## src/logic/nora_pkg.sv

```systemverilog
/* Shared types, phaser states, address map and block-to-block structs
   for the NORA system controller */
`default_nettype none

package nora_pkg;

    typedef logic [7:0]  byte_t;            // Data byte
    typedef logic [15:0] cpu_addr_t;        // CPU address
    typedef logic [8:0]  mem_addr_hi_t;     // SRAM address bits 20..12
    typedef logic [7:0]  bank_t;            // RAM bank number
    typedef logic [3:0]  via_reg_t;         // VIA register index

    // Six clocks per CPU cycle
    typedef enum logic [2:0] {
        PH_0 = 3'd0,
        PH_1 = 3'd1,
        PH_2 = 3'd2,
        PH_3 = 3'd3,
        PH_4 = 3'd4,
        PH_5 = 3'd5
    } phase_t;

    // CPU address map
    localparam cpu_addr_t IO_BASE       = 16'h9F00;
    localparam cpu_addr_t IO_LAST       = 16'h9FFF;
    localparam cpu_addr_t VIA1_BASE     = 16'h9F00;   // 16 byte window
    localparam cpu_addr_t VERA_BASE     = 16'h9F20;   // 32 byte windows from here
    localparam cpu_addr_t AURA_BASE     = 16'h9F40;
    localparam cpu_addr_t ENET_BASE     = 16'h9F60;
    localparam cpu_addr_t BANK_WIN_BASE = 16'hA000;
    localparam cpu_addr_t BANK_WIN_LAST = 16'hBFFF;
    localparam cpu_addr_t BANKREG_ADDR  = 16'h0000;
    localparam cpu_addr_t HIMEM_BASE    = 16'hC000;

    // SRAM side, full 21 bit byte addresses
    localparam logic [20:0] BANK_MEM_BASE = 21'h01_0000;
    localparam logic [20:0] BANK_SIZE     = 21'h00_2000;   // 8 KB
    localparam logic [20:0] TOP_MEM_BASE  = 21'h1F_C000;   // Upper RAM lands at the very top

    // Bus timing pulses, one clock each
    typedef struct packed {
        logic setup_cs;     // PH_2
        logic release_wr;   // PH_4
        logic release_cs;   // PH_5
    } bus_strobe_s;

    // Internal slave bus
    typedef struct packed {
        via_reg_t regidx;
        byte_t    datawr;
        logic     datawr_valid;   // Single pulse at release_wr
        logic     req;            // Level, PH_3..PH_5
        logic     rwn;
    } slv_bus_s;

    typedef struct packed {
        byte_t ora;
        byte_t orb;
        byte_t ddra;    // 1 = output
        byte_t ddrb;
    } via_port_s;

endpackage

`default_nettype wire

```

## src/logic/bus_controller.sv

```systemverilog
/* CPU and memory bus controller: address latch, region decode, bank register,
   chip selects, read and write strobes, data steering */
`default_nettype none

module bus_controller #(
    parameter nora_pkg::bank_t RAMBANK_MASK = 8'h7F     // Usable banks after reset
) (
    input  wire logic                   clk6x,
    input  wire logic                   rst_n_i,
    input  wire nora_pkg::bus_strobe_s  strobe_i,       // From phaser
    // CPU side
    input  wire nora_pkg::cpu_addr_t    cpu_addr_i,
    input  wire logic                   cpu_rwn_i,
    input  wire nora_pkg::byte_t        cpu_db_i,
    output nora_pkg::byte_t             cpu_db_o,
    output logic                        cpu_db_oe_o,
    // Memory side
    input  wire nora_pkg::byte_t        mem_db_i,
    output nora_pkg::byte_t             mem_db_o,
    output logic                        mem_db_oe_o,
    output nora_pkg::mem_addr_hi_t      mem_abh_o,
    output logic                        sram_csn_o,
    output logic                        mem_rdn_o,
    output logic                        mem_wrn_o,
    output logic                        vera_csn_o,
    output logic                        aura_csn_o,
    output logic                        enet_csn_o,
    // Internal slave bus
    output nora_pkg::slv_bus_s          slv_o,
    input  wire nora_pkg::byte_t        slv_datard_i
);
    import nora_pkg::*;

    // One bit per device, at most one set
    typedef struct packed {
        logic sram;
        logic via;
        logic vera;
        logic aura;
        logic enet;
    } sel_s;

    sel_s         sel_d;
    sel_s         sel_q;
    mem_addr_hi_t abh_d;
    mem_addr_hi_t abh_q;
    cpu_addr_t    addr_q;       // Latched CPU address
    logic         rwn_q;
    logic         rdn_q;
    logic         wrn_q;
    bank_t        bank_q;
    logic [20:0]  bank_addr;    // Byte address inside the banked window
    logic [20:0]  top_addr;     // Byte address inside upper RAM

    // Region decode on the live CPU address, sampled at setup_cs
    always_comb
    begin
        sel_d     = '0;
        abh_d     = mem_addr_hi_t'(cpu_addr_i[15:12]);  // Low RAM maps 1:1
        bank_addr = BANK_MEM_BASE + 21'(bank_q) * BANK_SIZE + 21'(cpu_addr_i[12:0]);
        top_addr  = TOP_MEM_BASE + 21'(cpu_addr_i - HIMEM_BASE);
        if ((cpu_addr_i >= IO_BASE) && (cpu_addr_i <= IO_LAST))
        begin
            // I/O page, never SRAM
            sel_d.via  = (cpu_addr_i[15:4] == VIA1_BASE[15:4]);
            sel_d.vera = (cpu_addr_i[15:5] == VERA_BASE[15:5]);
            sel_d.aura = (cpu_addr_i[15:5] == AURA_BASE[15:5]);
            sel_d.enet = (cpu_addr_i[15:5] == ENET_BASE[15:5]);
        end
        else
        begin
            sel_d.sram = 1'b1;
            if ((cpu_addr_i >= BANK_WIN_BASE) && (cpu_addr_i <= BANK_WIN_LAST))
            begin
                abh_d = bank_addr[20:12];               // Window follows bank reg
            end
            else if (cpu_addr_i >= HIMEM_BASE)
            begin
                abh_d = top_addr[20:12];
            end
        end
    end

    // Address and direction of the current cycle
    always_ff @(posedge clk6x)
    begin
        if (strobe_i.setup_cs)
        begin
            addr_q <= cpu_addr_i;
            rwn_q  <= cpu_rwn_i;
            abh_q  <= abh_d;        // Goes out together with the selects
        end
    end

    // Selects and strobes
    always_ff @(posedge clk6x or negedge rst_n_i)
    begin
        if (!rst_n_i)
        begin
            sel_q <= '0;
            rdn_q <= 1'b1;
            wrn_q <= 1'b1;
        end
        else
        begin
            if (strobe_i.setup_cs)
            begin
                sel_q <= sel_d;
                rdn_q <= !cpu_rwn_i;    // Low for reads
                wrn_q <= cpu_rwn_i;     // Low for writes
            end
            else if (strobe_i.release_cs)
            begin
                sel_q <= '0;
                rdn_q <= 1'b1;
            end
            if (strobe_i.release_wr)
            begin
                wrn_q <= 1'b1;          // Hold time before CS goes away
            end
        end
    end

    // Bank register, write through to SRAM as well
    always_ff @(posedge clk6x or negedge rst_n_i)
    begin
        if (!rst_n_i)
        begin
            bank_q <= '0;
        end
        else if (strobe_i.release_wr && sel_q.sram && !rwn_q && (addr_q == BANKREG_ADDR))
        begin
            bank_q <= cpu_db_i & RAMBANK_MASK;
        end
    end

    assign sram_csn_o = !sel_q.sram;
    assign vera_csn_o = !sel_q.vera;
    assign aura_csn_o = !sel_q.aura;
    assign enet_csn_o = !sel_q.enet;
    assign mem_rdn_o  = rdn_q;
    assign mem_wrn_o  = wrn_q;
    assign mem_abh_o  = abh_q;

    // Slave bus to the VIA
    assign slv_o.regidx       = addr_q[3:0];
    assign slv_o.datawr       = cpu_db_i;           // CPU data valid late in the cycle
    assign slv_o.datawr_valid = sel_q.via && !rwn_q && strobe_i.release_wr;
    assign slv_o.req          = sel_q.via;
    assign slv_o.rwn          = rwn_q;

    // Data steering
    assign cpu_db_o    = sel_q.via ? slv_datard_i : mem_db_i;
    assign cpu_db_oe_o = cpu_rwn_i;                 // Off while the CPU drives write data
    assign mem_db_o    = cpu_db_i;
    assign mem_db_oe_o = mem_rdn_o;                 // Off while the SRAM drives read data

endmodule

`default_nettype wire

```

## src/logic/cpu_phaser.sv

```systemverilog
/* CPU clock phaser, six clocks per CPU cycle, phi2 and bus timing strobes */
`default_nettype none

module cpu_phaser (
    input  wire logic                  clk6x,
    input  wire logic                  rst_n_i,
    output logic                       phi2_o,      // CPU clock
    output nora_pkg::bus_strobe_s      strobe_o     // Setup and release pulses
);
    import nora_pkg::*;

    phase_t phase_q;
    phase_t phase_d;
    logic   phi2_q;

    // Next phase, wraps after PH_5
    always_comb
    begin
        case (phase_q)
            PH_0:    phase_d = PH_1;
            PH_1:    phase_d = PH_2;
            PH_2:    phase_d = PH_3;
            PH_3:    phase_d = PH_4;
            PH_4:    phase_d = PH_5;
            default: phase_d = PH_0;
        endcase
    end

    always_ff @(posedge clk6x or negedge rst_n_i)
    begin
        if (!rst_n_i)
        begin
            phase_q <= PH_0;
            phi2_q  <= 1'b0;
        end
        else
        begin
            phase_q <= phase_d;
            // High while the next phase is PH_3..PH_5
            phi2_q  <= (phase_d == PH_3) || (phase_d == PH_4) || (phase_d == PH_5);
        end
    end

    assign phi2_o = phi2_q;

    // Strobes straight from the phase
    assign strobe_o.setup_cs   = (phase_q == PH_2);     // Address is stable by now
    assign strobe_o.release_wr = (phase_q == PH_4);     // Write ends one clock before CS
    assign strobe_o.release_cs = (phase_q == PH_5);     // End of access

endmodule

`default_nettype wire

```

## src/logic/nora_top.sv

```systemverilog
/* NORA top level: phaser, bus controller, VIA1 and its pin mapping */
`default_nettype none

module nora_top #(
    parameter nora_pkg::bank_t RAMBANK_MASK = 8'h7F,       // 128 banks after reset
    parameter int unsigned     BLINK_TOP    = 32'd4194304
) (
    input  wire logic                   clk6x,
    input  wire logic                   rst_n_i,
    // CPU bus
    input  wire nora_pkg::cpu_addr_t    cpu_addr_i,
    input  wire logic                   cpu_rwn_i,
    input  wire nora_pkg::byte_t        cpu_db_i,
    output nora_pkg::byte_t             cpu_db_o,
    output logic                        cpu_db_oe_o,
    output logic                        cpu_phi2_o,
    output logic                        cpu_irqn_o,
    input  wire logic                   virqn_i,        // Wired-OR IRQ from VERA side
    // Memory bus
    input  wire nora_pkg::byte_t        mem_db_i,
    output nora_pkg::byte_t             mem_db_o,
    output logic                        mem_db_oe_o,
    output nora_pkg::mem_addr_hi_t      mem_abh_o,
    output logic                        sram_csn_o,
    output logic                        mem_rdn_o,
    output logic                        mem_wrn_o,
    output logic                        vera_csn_o,
    output logic                        aura_csn_o,
    output logic                        enet_csn_o,
    // GPIO pins
    output logic                        nes_latch_o,
    output logic                        nes_clock_o,
    input  wire logic                   nes_data0_i,
    input  wire logic                   nes_data1_i,
    input  wire logic                   i2c_scl_i,
    output logic                        i2c_scl_o,
    output logic                        i2c_scl_oe_o,
    input  wire logic                   i2c_sda_i,
    output logic                        i2c_sda_drlow_o,
    output logic                        cpu_led0_o,
    output logic                        cpu_led1_o
);
    import nora_pkg::*;

    bus_strobe_s strobe;
    slv_bus_s    slv;
    byte_t       via_datard;
    via_port_s   via_port;
    byte_t       via_ira;
    byte_t       via_irb;

    cpu_phaser phaser_i (
        .clk6x    (clk6x),
        .rst_n_i  (rst_n_i),
        .phi2_o   (cpu_phi2_o),
        .strobe_o (strobe)
    );

    bus_controller #(
        .RAMBANK_MASK (RAMBANK_MASK)
    ) busctrl_i (
        .clk6x        (clk6x),
        .rst_n_i      (rst_n_i),
        .strobe_i     (strobe),
        .cpu_addr_i   (cpu_addr_i),
        .cpu_rwn_i    (cpu_rwn_i),
        .cpu_db_i     (cpu_db_i),
        .cpu_db_o     (cpu_db_o),
        .cpu_db_oe_o  (cpu_db_oe_o),
        .mem_db_i     (mem_db_i),
        .mem_db_o     (mem_db_o),
        .mem_db_oe_o  (mem_db_oe_o),
        .mem_abh_o    (mem_abh_o),
        .sram_csn_o   (sram_csn_o),
        .mem_rdn_o    (mem_rdn_o),
        .mem_wrn_o    (mem_wrn_o),
        .vera_csn_o   (vera_csn_o),
        .aura_csn_o   (aura_csn_o),
        .enet_csn_o   (enet_csn_o),
        .slv_o        (slv),
        .slv_datard_i (via_datard)
    );

    simple_via via1_i (
        .clk6x        (clk6x),
        .rst_n_i      (rst_n_i),
        .slv_i        (slv),
        .ira_i        (via_ira),
        .irb_i        (via_irb),
        .slv_datard_o (via_datard),
        .port_o       (via_port)
    );

    via_gpio_pins #(
        .BLINK_TOP (BLINK_TOP)
    ) pins_i (
        .clk6x           (clk6x),
        .rst_n_i         (rst_n_i),
        .port_i          (via_port),
        .nes_data0_i     (nes_data0_i),
        .nes_data1_i     (nes_data1_i),
        .i2c_scl_i       (i2c_scl_i),
        .i2c_sda_i       (i2c_sda_i),
        .ira_o           (via_ira),
        .irb_o           (via_irb),
        .nes_latch_o     (nes_latch_o),
        .nes_clock_o     (nes_clock_o),
        .i2c_scl_o       (i2c_scl_o),
        .i2c_scl_oe_o    (i2c_scl_oe_o),
        .i2c_sda_drlow_o (i2c_sda_drlow_o),
        .cpu_led0_o      (cpu_led0_o),
        .cpu_led1_o      (cpu_led1_o)
    );

    assign cpu_irqn_o = virqn_i;    // No local IRQ sources

endmodule

`default_nettype wire

```

## src/logic/simple_via.sv

```systemverilog
/* Simplified 65C22, GPIO only: ORB, ORA, DDRB, DDRA and the ORA alias */
`default_nettype none

module simple_via (
    input  wire logic                  clk6x,
    input  wire logic                  rst_n_i,
    input  wire nora_pkg::slv_bus_s    slv_i,
    input  wire nora_pkg::byte_t       ira_i,          // Port A pin levels
    input  wire nora_pkg::byte_t       irb_i,          // Port B pin levels
    output nora_pkg::byte_t            slv_datard_o,
    output nora_pkg::via_port_s        port_o
);
    import nora_pkg::*;

    // Register indices
    localparam via_reg_t REG_ORB   = 4'd0;
    localparam via_reg_t REG_ORA   = 4'd1;
    localparam via_reg_t REG_DDRB  = 4'd2;
    localparam via_reg_t REG_DDRA  = 4'd3;
    localparam via_reg_t REG_ORA_NH = 4'd15;   // ORA without handshake

    via_port_s port_q;
    logic      wr_en;
    byte_t     porta_rd;
    byte_t     portb_rd;

    assign wr_en = slv_i.req && !slv_i.rwn && slv_i.datawr_valid;

    always_ff @(posedge clk6x or negedge rst_n_i)
    begin
        if (!rst_n_i)
        begin
            port_q <= '0;                       // All pins inputs
        end
        else if (wr_en)
        begin
            case (slv_i.regidx)
                REG_ORB:    port_q.orb  <= slv_i.datawr;
                REG_ORA:    port_q.ora  <= slv_i.datawr;
                REG_DDRB:   port_q.ddrb <= slv_i.datawr;
                REG_DDRA:   port_q.ddra <= slv_i.datawr;
                REG_ORA_NH: port_q.ora  <= slv_i.datawr;
                default:    ;                   // Timers etc. not present
            endcase
        end
    end

    // Output bits where DDR is 1, pin level elsewhere
    assign porta_rd = (port_q.ora & port_q.ddra) | (ira_i & ~port_q.ddra);
    assign portb_rd = (port_q.orb & port_q.ddrb) | (irb_i & ~port_q.ddrb);

    always_comb
    begin
        case (slv_i.regidx)
            REG_ORB:    slv_datard_o = portb_rd;
            REG_ORA:    slv_datard_o = porta_rd;
            REG_DDRB:   slv_datard_o = port_q.ddrb;
            REG_DDRA:   slv_datard_o = port_q.ddra;
            REG_ORA_NH: slv_datard_o = porta_rd;
            default:    slv_datard_o = 8'h00;
        endcase
    end

    assign port_o = port_q;

endmodule

`default_nettype wire

```

## src/logic/via_gpio_pins.sv

```systemverilog
/* VIA port to pin mapping for NES pad, I2C and CPU LEDs, with LED0 blinker */
`default_nettype none

module via_gpio_pins #(
    parameter int unsigned BLINK_TOP = 32'd4194304     // Blinker half period in clocks
) (
    input  wire logic                  clk6x,
    input  wire logic                  rst_n_i,
    input  wire nora_pkg::via_port_s   port_i,
    input  wire logic                  nes_data0_i,
    input  wire logic                  nes_data1_i,
    input  wire logic                  i2c_scl_i,
    input  wire logic                  i2c_sda_i,
    output nora_pkg::byte_t            ira_o,
    output nora_pkg::byte_t            irb_o,
    output logic                       nes_latch_o,
    output logic                       nes_clock_o,
    output logic                       i2c_scl_o,
    output logic                       i2c_scl_oe_o,
    output logic                       i2c_sda_drlow_o,    // Open drain pull
    output logic                       cpu_led0_o,
    output logic                       cpu_led1_o
);
    import nora_pkg::*;

    localparam int CNT_W = (BLINK_TOP > 1) ? $clog2(BLINK_TOP) : 1;

    logic [CNT_W-1:0] blink_cnt;
    logic             blink_q;

    // Free running blinker
    always_ff @(posedge clk6x or negedge rst_n_i)
    begin
        if (!rst_n_i)
        begin
            blink_cnt <= '0;
            blink_q   <= 1'b0;
        end
        else if (blink_cnt == CNT_W'(BLINK_TOP - 1))
        begin
            blink_cnt <= '0;
            blink_q   <= !blink_q;
        end
        else
        begin
            blink_cnt <= blink_cnt + 1'b1;
        end
    end

    assign nes_clock_o     = port_i.ddra[3] ? port_i.ora[3] : 1'b0;
    assign nes_latch_o     = port_i.ddra[2] ? port_i.ora[2] : 1'b0;
    assign i2c_scl_o       = port_i.ora[1];
    assign i2c_scl_oe_o    = port_i.ddra[1];
    assign i2c_sda_drlow_o = port_i.ddra[0] && !port_i.ora[0];      // Never drive SDA high
    assign cpu_led0_o      = port_i.ddrb[0] ? port_i.orb[0] : blink_q;
    assign cpu_led1_o      = port_i.ddrb[1] ? port_i.orb[1] : 1'b1;

    // Pin levels as seen by the CPU
    assign ira_o = {nes_data0_i, nes_data1_i, 2'b11, nes_clock_o, nes_latch_o,
                    i2c_scl_i, i2c_sda_i};
    assign irb_o = {6'b110000, cpu_led1_o, cpu_led0_o};

endmodule

`default_nettype wire

```

## config.mk

```make
export PLATFORM = sky130hd
export DESIGN_NAME = nora_top
export DESIGN_NICKNAME = d
export VERILOG_FILES = /design/src/logic/nora_pkg.sv /design/src/logic/bus_controller.sv /design/src/logic/cpu_phaser.sv /design/src/logic/nora_top.sv /design/src/logic/simple_via.sv /design/src/logic/via_gpio_pins.sv
export SDC_FILE = /design/constraint.sdc
export NUM_CORES = 1
export LEC_CHECK = 0
export ABC_AREA = 1
export BUFFER_PORTS_ARGS = -buffer_cell sky130_fd_sc_hd__buf_2
export CORE_MARGIN = 2
export CORE_UTILIZATION = 45
export DETAILED_ROUTE_END_ITERATION = 10
export PLACE_DENSITY = 0.66
export SLEW_MARGIN = 10
export SYNTH_ARGS = -nofsm -noshare
export SYNTH_HDL_FRONTEND = slang
export SYNTH_SLANG_ARGS = --single-unit
```

## constraint.sdc

```tcl
create_clock -name clk6x -period 2.5 [get_ports clk6x]
set_clock_uncertainty 0.15 [all_clocks]
set_input_delay 0.5 -clock clk6x [delete_from_list [all_inputs] [get_ports clk6x]]
set_output_delay 0.5 -clock clk6x [all_outputs]
set_load 0.01 [all_outputs]
```

# --- After elaboration in Yosys (flattened, before gate mapping) ---
# Index checks and enable logic that the tools add are counted.
op_classes:
  addsub: 5
  multipliers: 0
  n_div: 0
  order_cmp: 5
  eq_ne: 17
  n_shift: 0
  mux: 19
  bitwise_logic: 8
  n_reduce_logical: 29
ops:
  columns: ["op", "count"]
  rows:
  - ["greater-or-equal comparator 16 bit, second input constant", 3]
  - ["equality test 11 bit, second input constant", 3]
  - ["bitwise AND 8 bit", 4]
  - ["<= comparator 16 bit, second input constant", 2]
  - ["one-hot mux 8 bit (4 select lines)", 1]
  - ["adder 22 x 1 -> 22 bit, second input constant", 1]
  - ["equality test 22 bit, second input constant", 1]
  - ["2-to-1 mux 22 bit", 1]
  - ["adder 17 x 20 -> 21 bit, first input constant", 1]
  - ["adder 21 x 13 -> 21 bit", 1]
  - ["adder 21 bit, first input constant", 1]
  - ["2-to-1 mux 9 bit", 2]
  - ["subtractor 16 x 16 -> 17 bit, second input constant", 1]
  - ["zero test 16 bit", 1]
  - ["NOT 8 bit", 2]
  - ["bitwise OR 8 bit", 2]
  - ["one-hot mux 3 bit (5 select lines)", 1]
  - ["equality test 12 bit, second input constant", 1]
  - ["equality test 3 bit, second input constant", 4]
  - ["2-to-1 mux 5 bit", 2]
  - ["equality test 3 x 2 -> 1 bit, second input constant", 3]
  - ["logical AND 1 bit", 9]
  - ["2-to-1 mux 1 bit", 9]
  - ["equality test 4 x 2 -> 1 bit, second input constant", 2]
  - ["other kinds (12)", 25]
word_totals:
  regBits: 99
  latch_bits: 0
  ramBits: 0
  mem_bits_ro: 0
  inputBits: 40
  out_inout_bits: 42
  elab_cells: 103
  mem_count: 0

# --- Depth between registers and ports, before layout ---
# Gate-level depths: netlist of the first run.
depth:
  ltp_word: 5
  depth_mapped: 10
  mapped_depth_nobuf: 10

# --- By module ---
# A second synthesis of the first run with hierarchy kept.
hier_totals:
  hier_cells: 686
  hier_area_um2: 5561.6
modules_own_cells:
  columns: ["module", "n_inst", "cells_per_inst", "area_each_um2", "seq_area_each_um2"]
  rows:
  - ["bus_controller", 1, 233, 2063.2, 1103.6]
  - ["simple_via", 1, 246, 1843.0, 800.8]
  - ["via_gpio_pins", 1, 185, 1473.9, 575.6]
  - ["cpu_phaser", 1, 21, 173.9, 100.1]
  - ["nora_top", 1, 1, 7.5, 0.0]

# --- Least setup slack after synthesis of the first run ---
# No wires, ideal clock.
synth_path:
  path_kind: "register to register"
  start: "register phaser_i.phase_q[2]"
  end: "register busctrl_i.sel_q[0] in the netlist's numbering"
  setup_time_ns: 0.083
  arrival_time_ns: 1.559
  t_required_ns: 2.267
  setup_slack_ns: 0.709
  path_stages_with_launch: 8
  path_buffers: 0
  period_less_slack_ns: 1.791
  cell_sequence: "dfrtp_1 nor2_1 nand2_1 inv_1 nand3_1 inv_1 nand2_1 o21ai_0"
synth_via:
  elab_chain_cells: 2
  word_cells_on_any_way: 4
  classes_between: "2 x eq/ne; 1 x mux; 1 x reduce/logical"
synth_lines:
  columns: ["element", "line", "source"]
  rows:
  - ["start, declared", "cpu_phaser.sv:12", "phase_t phase_q;"]
  - ["start signal, assigned", "cpu_phaser.sv:38", "phase_q <= phase_d;"]
  - ["equality test 3 x 2 -> 1 bit or equality test 3 bit (tied branches)", "cpu_phaser.sv:47, cpu_phaser.sv:49", null]
  - ["2-to-1 mux 5 bit or nonzero test 2 bit (tied branches)", null, null]
  - ["end signal, assigned", "bus_controller.sv:108", "sel_q <= sel_d;"]
  - ["end, declared", "bus_controller.sv:44", "sel_s sel_q;"]
# Several ways; a longest one is shown, not always the timed one.
# A chain may end at the register's enable or synchronous reset.

# --- Worst setup path in the final report of the first run ---
layout_path:
  start: "register busctrl_i.addr_q[3]"
  end: "output port cpu_db_o[7]"
layout_via:
  elab_chain_cells: 4
  word_cells_on_any_way: 8
  classes_between: "4 x eq/ne; 2 x mux; 2 x reduce/logical"
layout_lines:
  columns: ["element", "line", "source"]
  rows:
  - ["start, declared", "bus_controller.sv:47", "cpu_addr_t addr_q;"]
  - ["start signal, assigned", "bus_controller.sv:89", "addr_q <= cpu_addr_i;"]
  - ["equality test 4 x 1 -> 1 bit or equality test 4 bit (tied branches)", "simple_via.sv:54", "case (slv_i.regidx)"]
  - ["OR reduction 2 bit (no source line)", null, null]
  - ["one-hot mux 8 bit (4 select lines) *", "simple_via.sv:54", null]
  - ["2-to-1 mux 8 bit *", "bus_controller.sv:153", "assign cpu_db_o = sel_q.via ? slv_datard_i : mem_db_i;"]
  - ["end, declared", "nora_top.sv:14", "output nora_pkg::byte_t cpu_db_o,"]
# Every way passes the cells marked *; elsewhere a longest branch is shown, timed or not.

==> summary.md, run 1 <==
| Metric | Value |
|---|---|
| Outcome | `complete, no violations` |
| Register area share after synthesis | `0.536` |
| Clk_lat worst skew | `roughly 0.38 ns` |
| Int Pwr | `2.10 mW` |
| DRT Pass-1 Iters | `5` |
| Endpoints failing hold | `0` |
| RSZ-0062 raised after global routing | `false` |
| Shortest period the worst path allows | `2.39 ns` |
| Max Fclk | `~0.42 GHz` |
| Post-synth EDFFs | `25` |
| Clock slew at reported path FFs | `0.11 ns` |
| Vias | `slightly below 4000` |
| Flop pwr share | `0.586` |
| N_diodes | `0` |
| Net count after synthesis | `about 620` |
| # rows | `37` |
| Via density | `4.94` |
| Fin crit share | `0.954` |
| DRC errors left | `0` |
| Root buffer cell | `clkbuf_8` |
| NetSw | `about 0.69 mW` |
| Die H | `about 110 µm` |
| Core region area | `slightly above 0.01 mm²` |
| I/O Pins | `82` |
| Longest Clk Path Bufs | `2` |
| Delay of the slowest cell on the worst path | `roughly 0.44 ns` |
| # setup viols final | `0` |
| Ys async rst share | `0.745` |
| DP HPWL | `approximately 8 mm` |
| Synthesized area per cell | `roughly 8.4 µm²` |
| Initial core utilization | `0.464` |
| Vias in the first global route | `roughly 3800` |
| Tightest Pin Transition | `roughly 0.6 ns` |
| Synth area leader | `dfrtp_1` |
| Largest net degree at the start of global routing | `27` |
| Yosys top cell area share | `0.369` |
| Slowest-stage cell, CP | `edfxtp_1` |
| Peak supply drop | `between 0.3 and 0.4 mV` |
| DRT iter0 DRCs | `223` |
| Mapped Area | `0.00481 mm²` |
| Total congestion overflow | `0` |
| Mapped Cells | `about 570` |
| Layout cell share with drive strength beyond 1 | `0.192` |
| Top cells by area, synth | `dfrtp_1, edfxtp_1, nand2_1` |
| CP startpoint kind | `flop` |
| Most frequent cells in the layout | `nand2_1, buf_2, dfrtp_1` |
| Number of I/O port buffers | `just under 80` |
| CTS tree | `yes` |
| Static leakage | `roughly 2.8 nW` |
| Clk sinks | `98` |
| WP buf/inv | `1` |
| Pwr/cell area | `just over 500 mW/mm²` |
| Critical Path RT | `roughly 1.9 ns` |
| Die area | `around 0.012 mm²` |
| Met2 WL post-DR | `~5.2 mm` |
| Initial antenna violation count | `0` |
| CP max FO | `5` |
| Clk pwr share | `0.361` |
| First-pass GRT wire length | `roughly 18 mm` |
| CTS Buf Count | `9` |
| Worst-path cell chain | `nor2_4 -> nand2_2 -> nor2_4 -> o21ai_0 -> nand4_1 -> nand2_1 -> nand2_1 -> buf_2` |
| Commonest non-fill, non-tap cell in the layout | `nand2_1` |
| Metal-1 WL | `4.92 mm` |
| Setup crit end kind | `output pin` |
| Area Overhead vs Synth | `14.7%` |
| Dpl cells | `773` |
| Gr usage total | `0.196` |
| Final Max Slew Viols | `0` |
| Routability cong. | `a little under 0.9` |
| Synth Flop Type | `dfrtp_1` |
| DR WL/cell | `about 14 µm` |
| Layout Cells excl Fill | `~800` |
| Final wirelength | `between 10 and 15 mm` |
| Yosys warnings | `0` |
| Setup TNS | `0 ns` |
| Arrival time at the worst endpoint | `1.74 ns` |
| Post-route ant nets | `0` |
| Synth Register Bits | `98` |
| Gate power share | `0.052` |
| Hold/Removal Path Class | `in2reg` |
| Switching Fraction | `0.248` |
| CP delay by family, top | `simple AND/OR/NAND/NOR gates` |
| Max-Cap Viols | `0` |
| Setup CP Type | `reg2out` |
| DR WL met3 | `approximately 570 µm` |
| Slew margin rel. | `0.600` |
| H-tree level count | `3` |
| Final #Nets | `about 700` |
| Die width | `between 100 and 150 µm` |
| Highest metal used | `met4` |
| Synth cell types | `31` |
==> synth_stat cells (2+ instances only) <==
library cell / number
nor2_1: 68
nand3_1: 27
o22ai_1: 3
dfstp_2: 2
xor2_1: 9
nand3b_1: 2
o21ai_2: 7
nor2_2: 3
xnor2_1: 5
nor3b_1: 3
nor3_1: 5
o21ai_0: 46
nand2_1: 182
o211ai_1: 4
nand4_1: 10
buf_4: 15
dfrtp_1: 71
edfxtp_1: 25
inv_2: 2
ha_1: 5
a21oi_1: 4
buf_6: 5
inv_1: 60
==> worst reg2reg max path, delay by kind of cell, from the launching register on <==
kind	cells	cell delay (ns)
and+or+nand+nor	7	0.89
buffers and inverters	1	0.21
DFF	1	0.45
adders and majority gates	1	0.24
==> logic make-up (layout without fill, tap and decap cells) <==
family          count (synthesis)  after routing  share of synthesized area
fa+ha+maj                       5              5                     0.0130
simple gates                  306            306                      0.264
xor+xnor                       14             14                     0.0255
buf+inv                        82            168                     0.0835
compound gates                 66             66                     0.0780
flops                          98             98                      0.536
==> routing by layer <==
metal	up-vias	global-route usage
li1	1976	-
met1	1849	0.258
met2	80	0.320
met3	15	0.0515
met4	0	0.0595
met5	-	0
==> cell type report <==
| type | instances | area, µm² |
|---|---|---|
| fillers | 998 | 4850 |
| inverters | 62 | 233 |
| flip-flops and latches | 98 | 2580 |
| repair buffers | 90 | 480 |
| clock buffers | 10 | 138 |
| clock inverters | 6 | 56.3 |
| multi-input cells | 391 | 1860 |
| well taps | 136 | 170 |
==> sequential cells by signal, summed over array words and instances (netlist names) <==
signal                 count
phaser_i.phase_q           3
busctrl_i.mem_abh_o        8
busctrl_i.slv_o            1
busctrl_i.addr_q          16
busctrl_i.rwn_q            1
pins_i.blink_cnt          22
phaser_i.phi2_o            1
busctrl_i.bank_q           7
pins_i.blink_q             1
via1_i.port_o             32
busctrl_i.sel_q            4
busctrl_i.mem_db_oe_o      1
busctrl_i.mem_wrn_o        1
==> timing repair <==
| item | in CTS | in global routing |
|---|---|---|
| hold buffers | 1 | 0 |
| buffers inserted | 0 | 3 |
| pin swaps | 0 | 0 |
| setup endpoints to repair | 6 | 8 |
| endpoints found under the hold margin | 21 | 0 |
| resized for setup | 1 | 7 |
==> metrics by stage <==
| step | instance area [µm²] | hold slack (ns) | setup slack [ns] | power (mW) | utilization |
|---|---|---|---|---|---|
| 2_1_floorplan | 4810 | 0.0544 | 0.709 | 1.74 | - |
| 3_3_place_gp | 5260 | 0.313 | 0.448 | 1.82 | 0.507 |
| 3_5_place_dp | 5260 | 0.323 | 0.371 | 1.82 | 0.507 |
| 4_1_cts | 5470 | 0.154 | -0.00944 | 2.84 | 0.527 |
| 5_1_grt | 5520 | 0.147 | 0.00450 | 2.91 | 0.532 |
| 6_report | 5520 | 0.163 | 0.114 | 2.80 | 0.532 |
==> final timing paths <==
| check | start | end | slack (ns) | cells past startpoint |
|---|---|---|---|---|
| max | busctrl_i.addr_q[3] | cpu_db_o[7] | 0.11 | 8 |
| min | cpu_addr_i[2] | busctrl_i.addr_q[2] | 0.16 | 1 |
| max reg2reg | pins_i.blink_cnt[0] | pins_i.blink_q | 0.50 | 9 |
| min reg2reg | via1_i.port_o[22] | via1_i.port_o[22] | 0.34 | 2 |
| max in group asynchronous | rst_n_i | via1_i.port_o[25] | 1.00 | 3 |
| min in group asynchronous | rst_n_i | phaser_i.phase_q[1] | 0.51 | 2 |
==> power groups by stage <==
stage	clock (mW)	sequential, mW	combinational [mW]
after detailed placement	0	1.67	0.148
after global placement	0	1.67	0.145
final	1.01	1.64	0.146
after floorplan	0	1.67	0.0634
after global routing	1.10	1.64	0.169
after CTS	1.04	1.64	0.150
Power figures use the tool's default switching activity.
==> run 2, diff against run 1 <==
==> constraint.sdc (replaced) <==
create_clock -name clk6x -period 2.5 [get_ports clk6x]
set_clock_uncertainty 0.15 [all_clocks]
set_input_delay 0.125 -clock clk6x [delete_from_list [all_inputs] [get_ports clk6x]]
set_output_delay 0.125 -clock clk6x [all_outputs]
set_load 0.01 [all_outputs]
==> run 2 against run 1 <==
  * Total power shrank 1.1%
  * Critical path depth is the same
  * Core utilization grew 1.7 points
  * Combinational power grew 20%
  * Global-route usage shrank 0.15 points
  * Die area is the same
  * Largest power group unchanged
  * Critical endpoint is now cpu_db_o[6]
  * Routed wire length shrank 1.5%
  * Clock power shrank 6%
  * Register-to-register slack is essentially flat
  * Largest cell class unchanged
  * Worst hold slack lost 0.063 ns
==> summary.md, run 2 (same netlist as run 1, synthesis figures left out) <==
| Metric | Value |
|---|---|
| Placed Area | `0.00526 mm²` |
| Root buffer cell | `clkbuf_8` |
| N_diodes | `0` |
| Core region area | `approximately 0.010 mm²` |
| Final wirelength | `10.6 mm` |
| Max Fclk | `0.477 GHz` |
| Arrival time at the worst endpoint | `roughly 1.8 ns` |
| CP startpoint | `busctrl_i.addr_q[3]` |
| Layout cell share with drive strength beyond 1 | `0.173` |
| Area Overhead vs Synth | `18.4%` |
| Static leakage | `around 2.8 nW` |
| I/O Pins | `between 80 and 90` |
| R2r setup slk | `just over 0.5 ns` |
| Final Core Density | `0.549` |
| Vias | `approximately 4000` |
| Reg2Reg Depth | `6` |
| Die H | `107 µm` |
| Design Area, Final | `0.00570 mm²` |
| Max reg flops | `32` |
| DRT iter0 DRCs | `250` |
| Total congestion overflow | `0` |
| Gr usage total | `0.195` |
| DRT Pass-1 Iters | `10` |
| Setup crit end kind | `output pin` |
| CP delay by family, top | `simple AND/OR/NAND/NOR gates` |
| Die width | `around 110 µm` |
| CTS tree | `yes` |
| CP max FO | `5` |
| Hold slack final | `between 0.1 and 0.15 ns` |
| Endpoints failing hold | `0` |
| Worst-path cell chain | `nor2_1 -> nand2_1 -> nor2_2 -> o21ai_0 -> nand4_1 -> nand2_1 -> nand2_1 -> buf_2` |
| Post-route ant nets | `0` |
| Delay of the slowest cell on the worst path | `0.40 ns` |
| # resized after CTS | `0` |
| Critical Path RT | `between 2 and 2.5 ns` |
| PnR Total Power | `between 2 and 3 mW` |
| Most common cell on crit path | `nand2_1` |
| Clk_lat worst skew | `~0.38 ns` |
| WP buf/inv | `1` |
| Peak supply drop | `around 0.32 mV` |
| Final #Nets | `~700` |
| Hold/Removal Path Class | `in2out` |
| Initial antenna violation count | `0` |
| Shortest period the worst path allows | `2.10 ns` |
| Tightest Pin Transition | `0.666 ns` |
| Setup CP Type | `reg2out` |
| Fin crit share | `0.838` |
| DRC errors left | `0` |
| DP HPWL | `between 7 and 8 mm` |
| First-pass GRT wire length | `17.4 mm` |
| Max-Cap Viols | `0` |
| DR WL/cell | `approximately 13 µm` |
| Setup TNS | `0 ns` |
| H-tree level count | `3` |
| CP startpoint kind | `flop` |
| Longest Clk Path Bufs | `2` |
| Die area | `0.0115 mm²` |
| Clk sinks | `98` |
| Vias in the first global route | `around 3700` |
| Number of I/O port buffers | `79` |
| RSZ-0062 raised after global routing | `false` |
| CTS Buf Count | `9` |
| RR Startpoint | `busctrl_i.addr_q[3]` |
| Final Max Slew Viols | `0` |
| Pwr/cell area | `roughly 500 mW/mm²` |
| Slowest-stage cell, CP | `edfxtp_1` |
| # rows | `37` |
| Slew margin rel. | `0.555` |
| Initial core utilization | `0.464` |
| End of the critical path | `cpu_db_o[6]` |
| Largest net degree at the start of global routing | `74` |
| Most frequent cells in the layout | `nand2_1, buf_2, dfrtp_1` |
| Critical path depth | `8` |
| RR Endpoint | `busctrl_i.bank_q[3]` |
| Commonest non-fill, non-tap cell in the layout | `nand2_1` |
| # setup viols final | `0` |
| Via density | `4.93` |
| Routability cong. | `0.849` |
| Outcome | `complete, no violations` |
| Clock slew at reported path FFs | `about 0.10 ns` |
-- run 2: cell types whose count changed in the layout (fill, tap and decap cells not counted), moves of 2 or more --
cell and delta:
buf_4 -6, dlygate4sd3_1 +25, nand2_1 +2, nor2_2 +3, nor2_4 -4
-- run 2: repair_timing --
item,CTS,global route
hold buffers,26,0
setup buffers,0,0
endpoints found under the hold margin,128,0
-- run 2: how the worst min path moves through the flow --
stage / to / cells after the start / from
finish: cpu_irqn_o / 0 / virqn_i
global route: cpu_irqn_o / 0 / virqn_i
CTS: cpu_irqn_o / 0 / virqn_i
detailed placement: pins_i.blink_cnt[9] / 2 / rst_n_i
global placement: pins_i.blink_cnt[11] / 2 / rst_n_i
floorplan: busctrl_i.bank_q[0] / 0 / rst_n_i
-- run 2: cell type report --
cell class	count	area, µm²
tap	136	170
clock buffer	10	128
fill	953	4670
multi-input combinational	391	1830
clock inverter	6	48.8
inverter	62	233
timing repair buffer	110	706
sequential	98	2580
-- run 2: stage by stage --
stage / worst slack [ns] / std cells
floorplan: 0.709 / 571
global placement: 0.603 / 771
detailed placement: 0.496 / 771
CTS: 0.368 / 813
global route: 0.201 / 813
finish: 0.404 / 813
-- run 2: per-layer routing --
| metal | wire [µm] | global-route usage |
|---|---|---|
| met2 | 5320 | 0.327 |
| met3 | 508 | 0.0466 |
| met4 | 173 | 0.0705 |
| met5 | 0 | 0 |
| met1 | 4640 | 0.246 |
-- run 2: power by group --
| group | switching (mW) | internal (mW) | total (mW) |
|---|---|---|---|
| logic | 0.0973 | 0.0782 | 0.175 |
| clock network | 0.576 | 0.377 | 0.953 |
| registers | 0.0000217 | 1.64 | 1.64 |
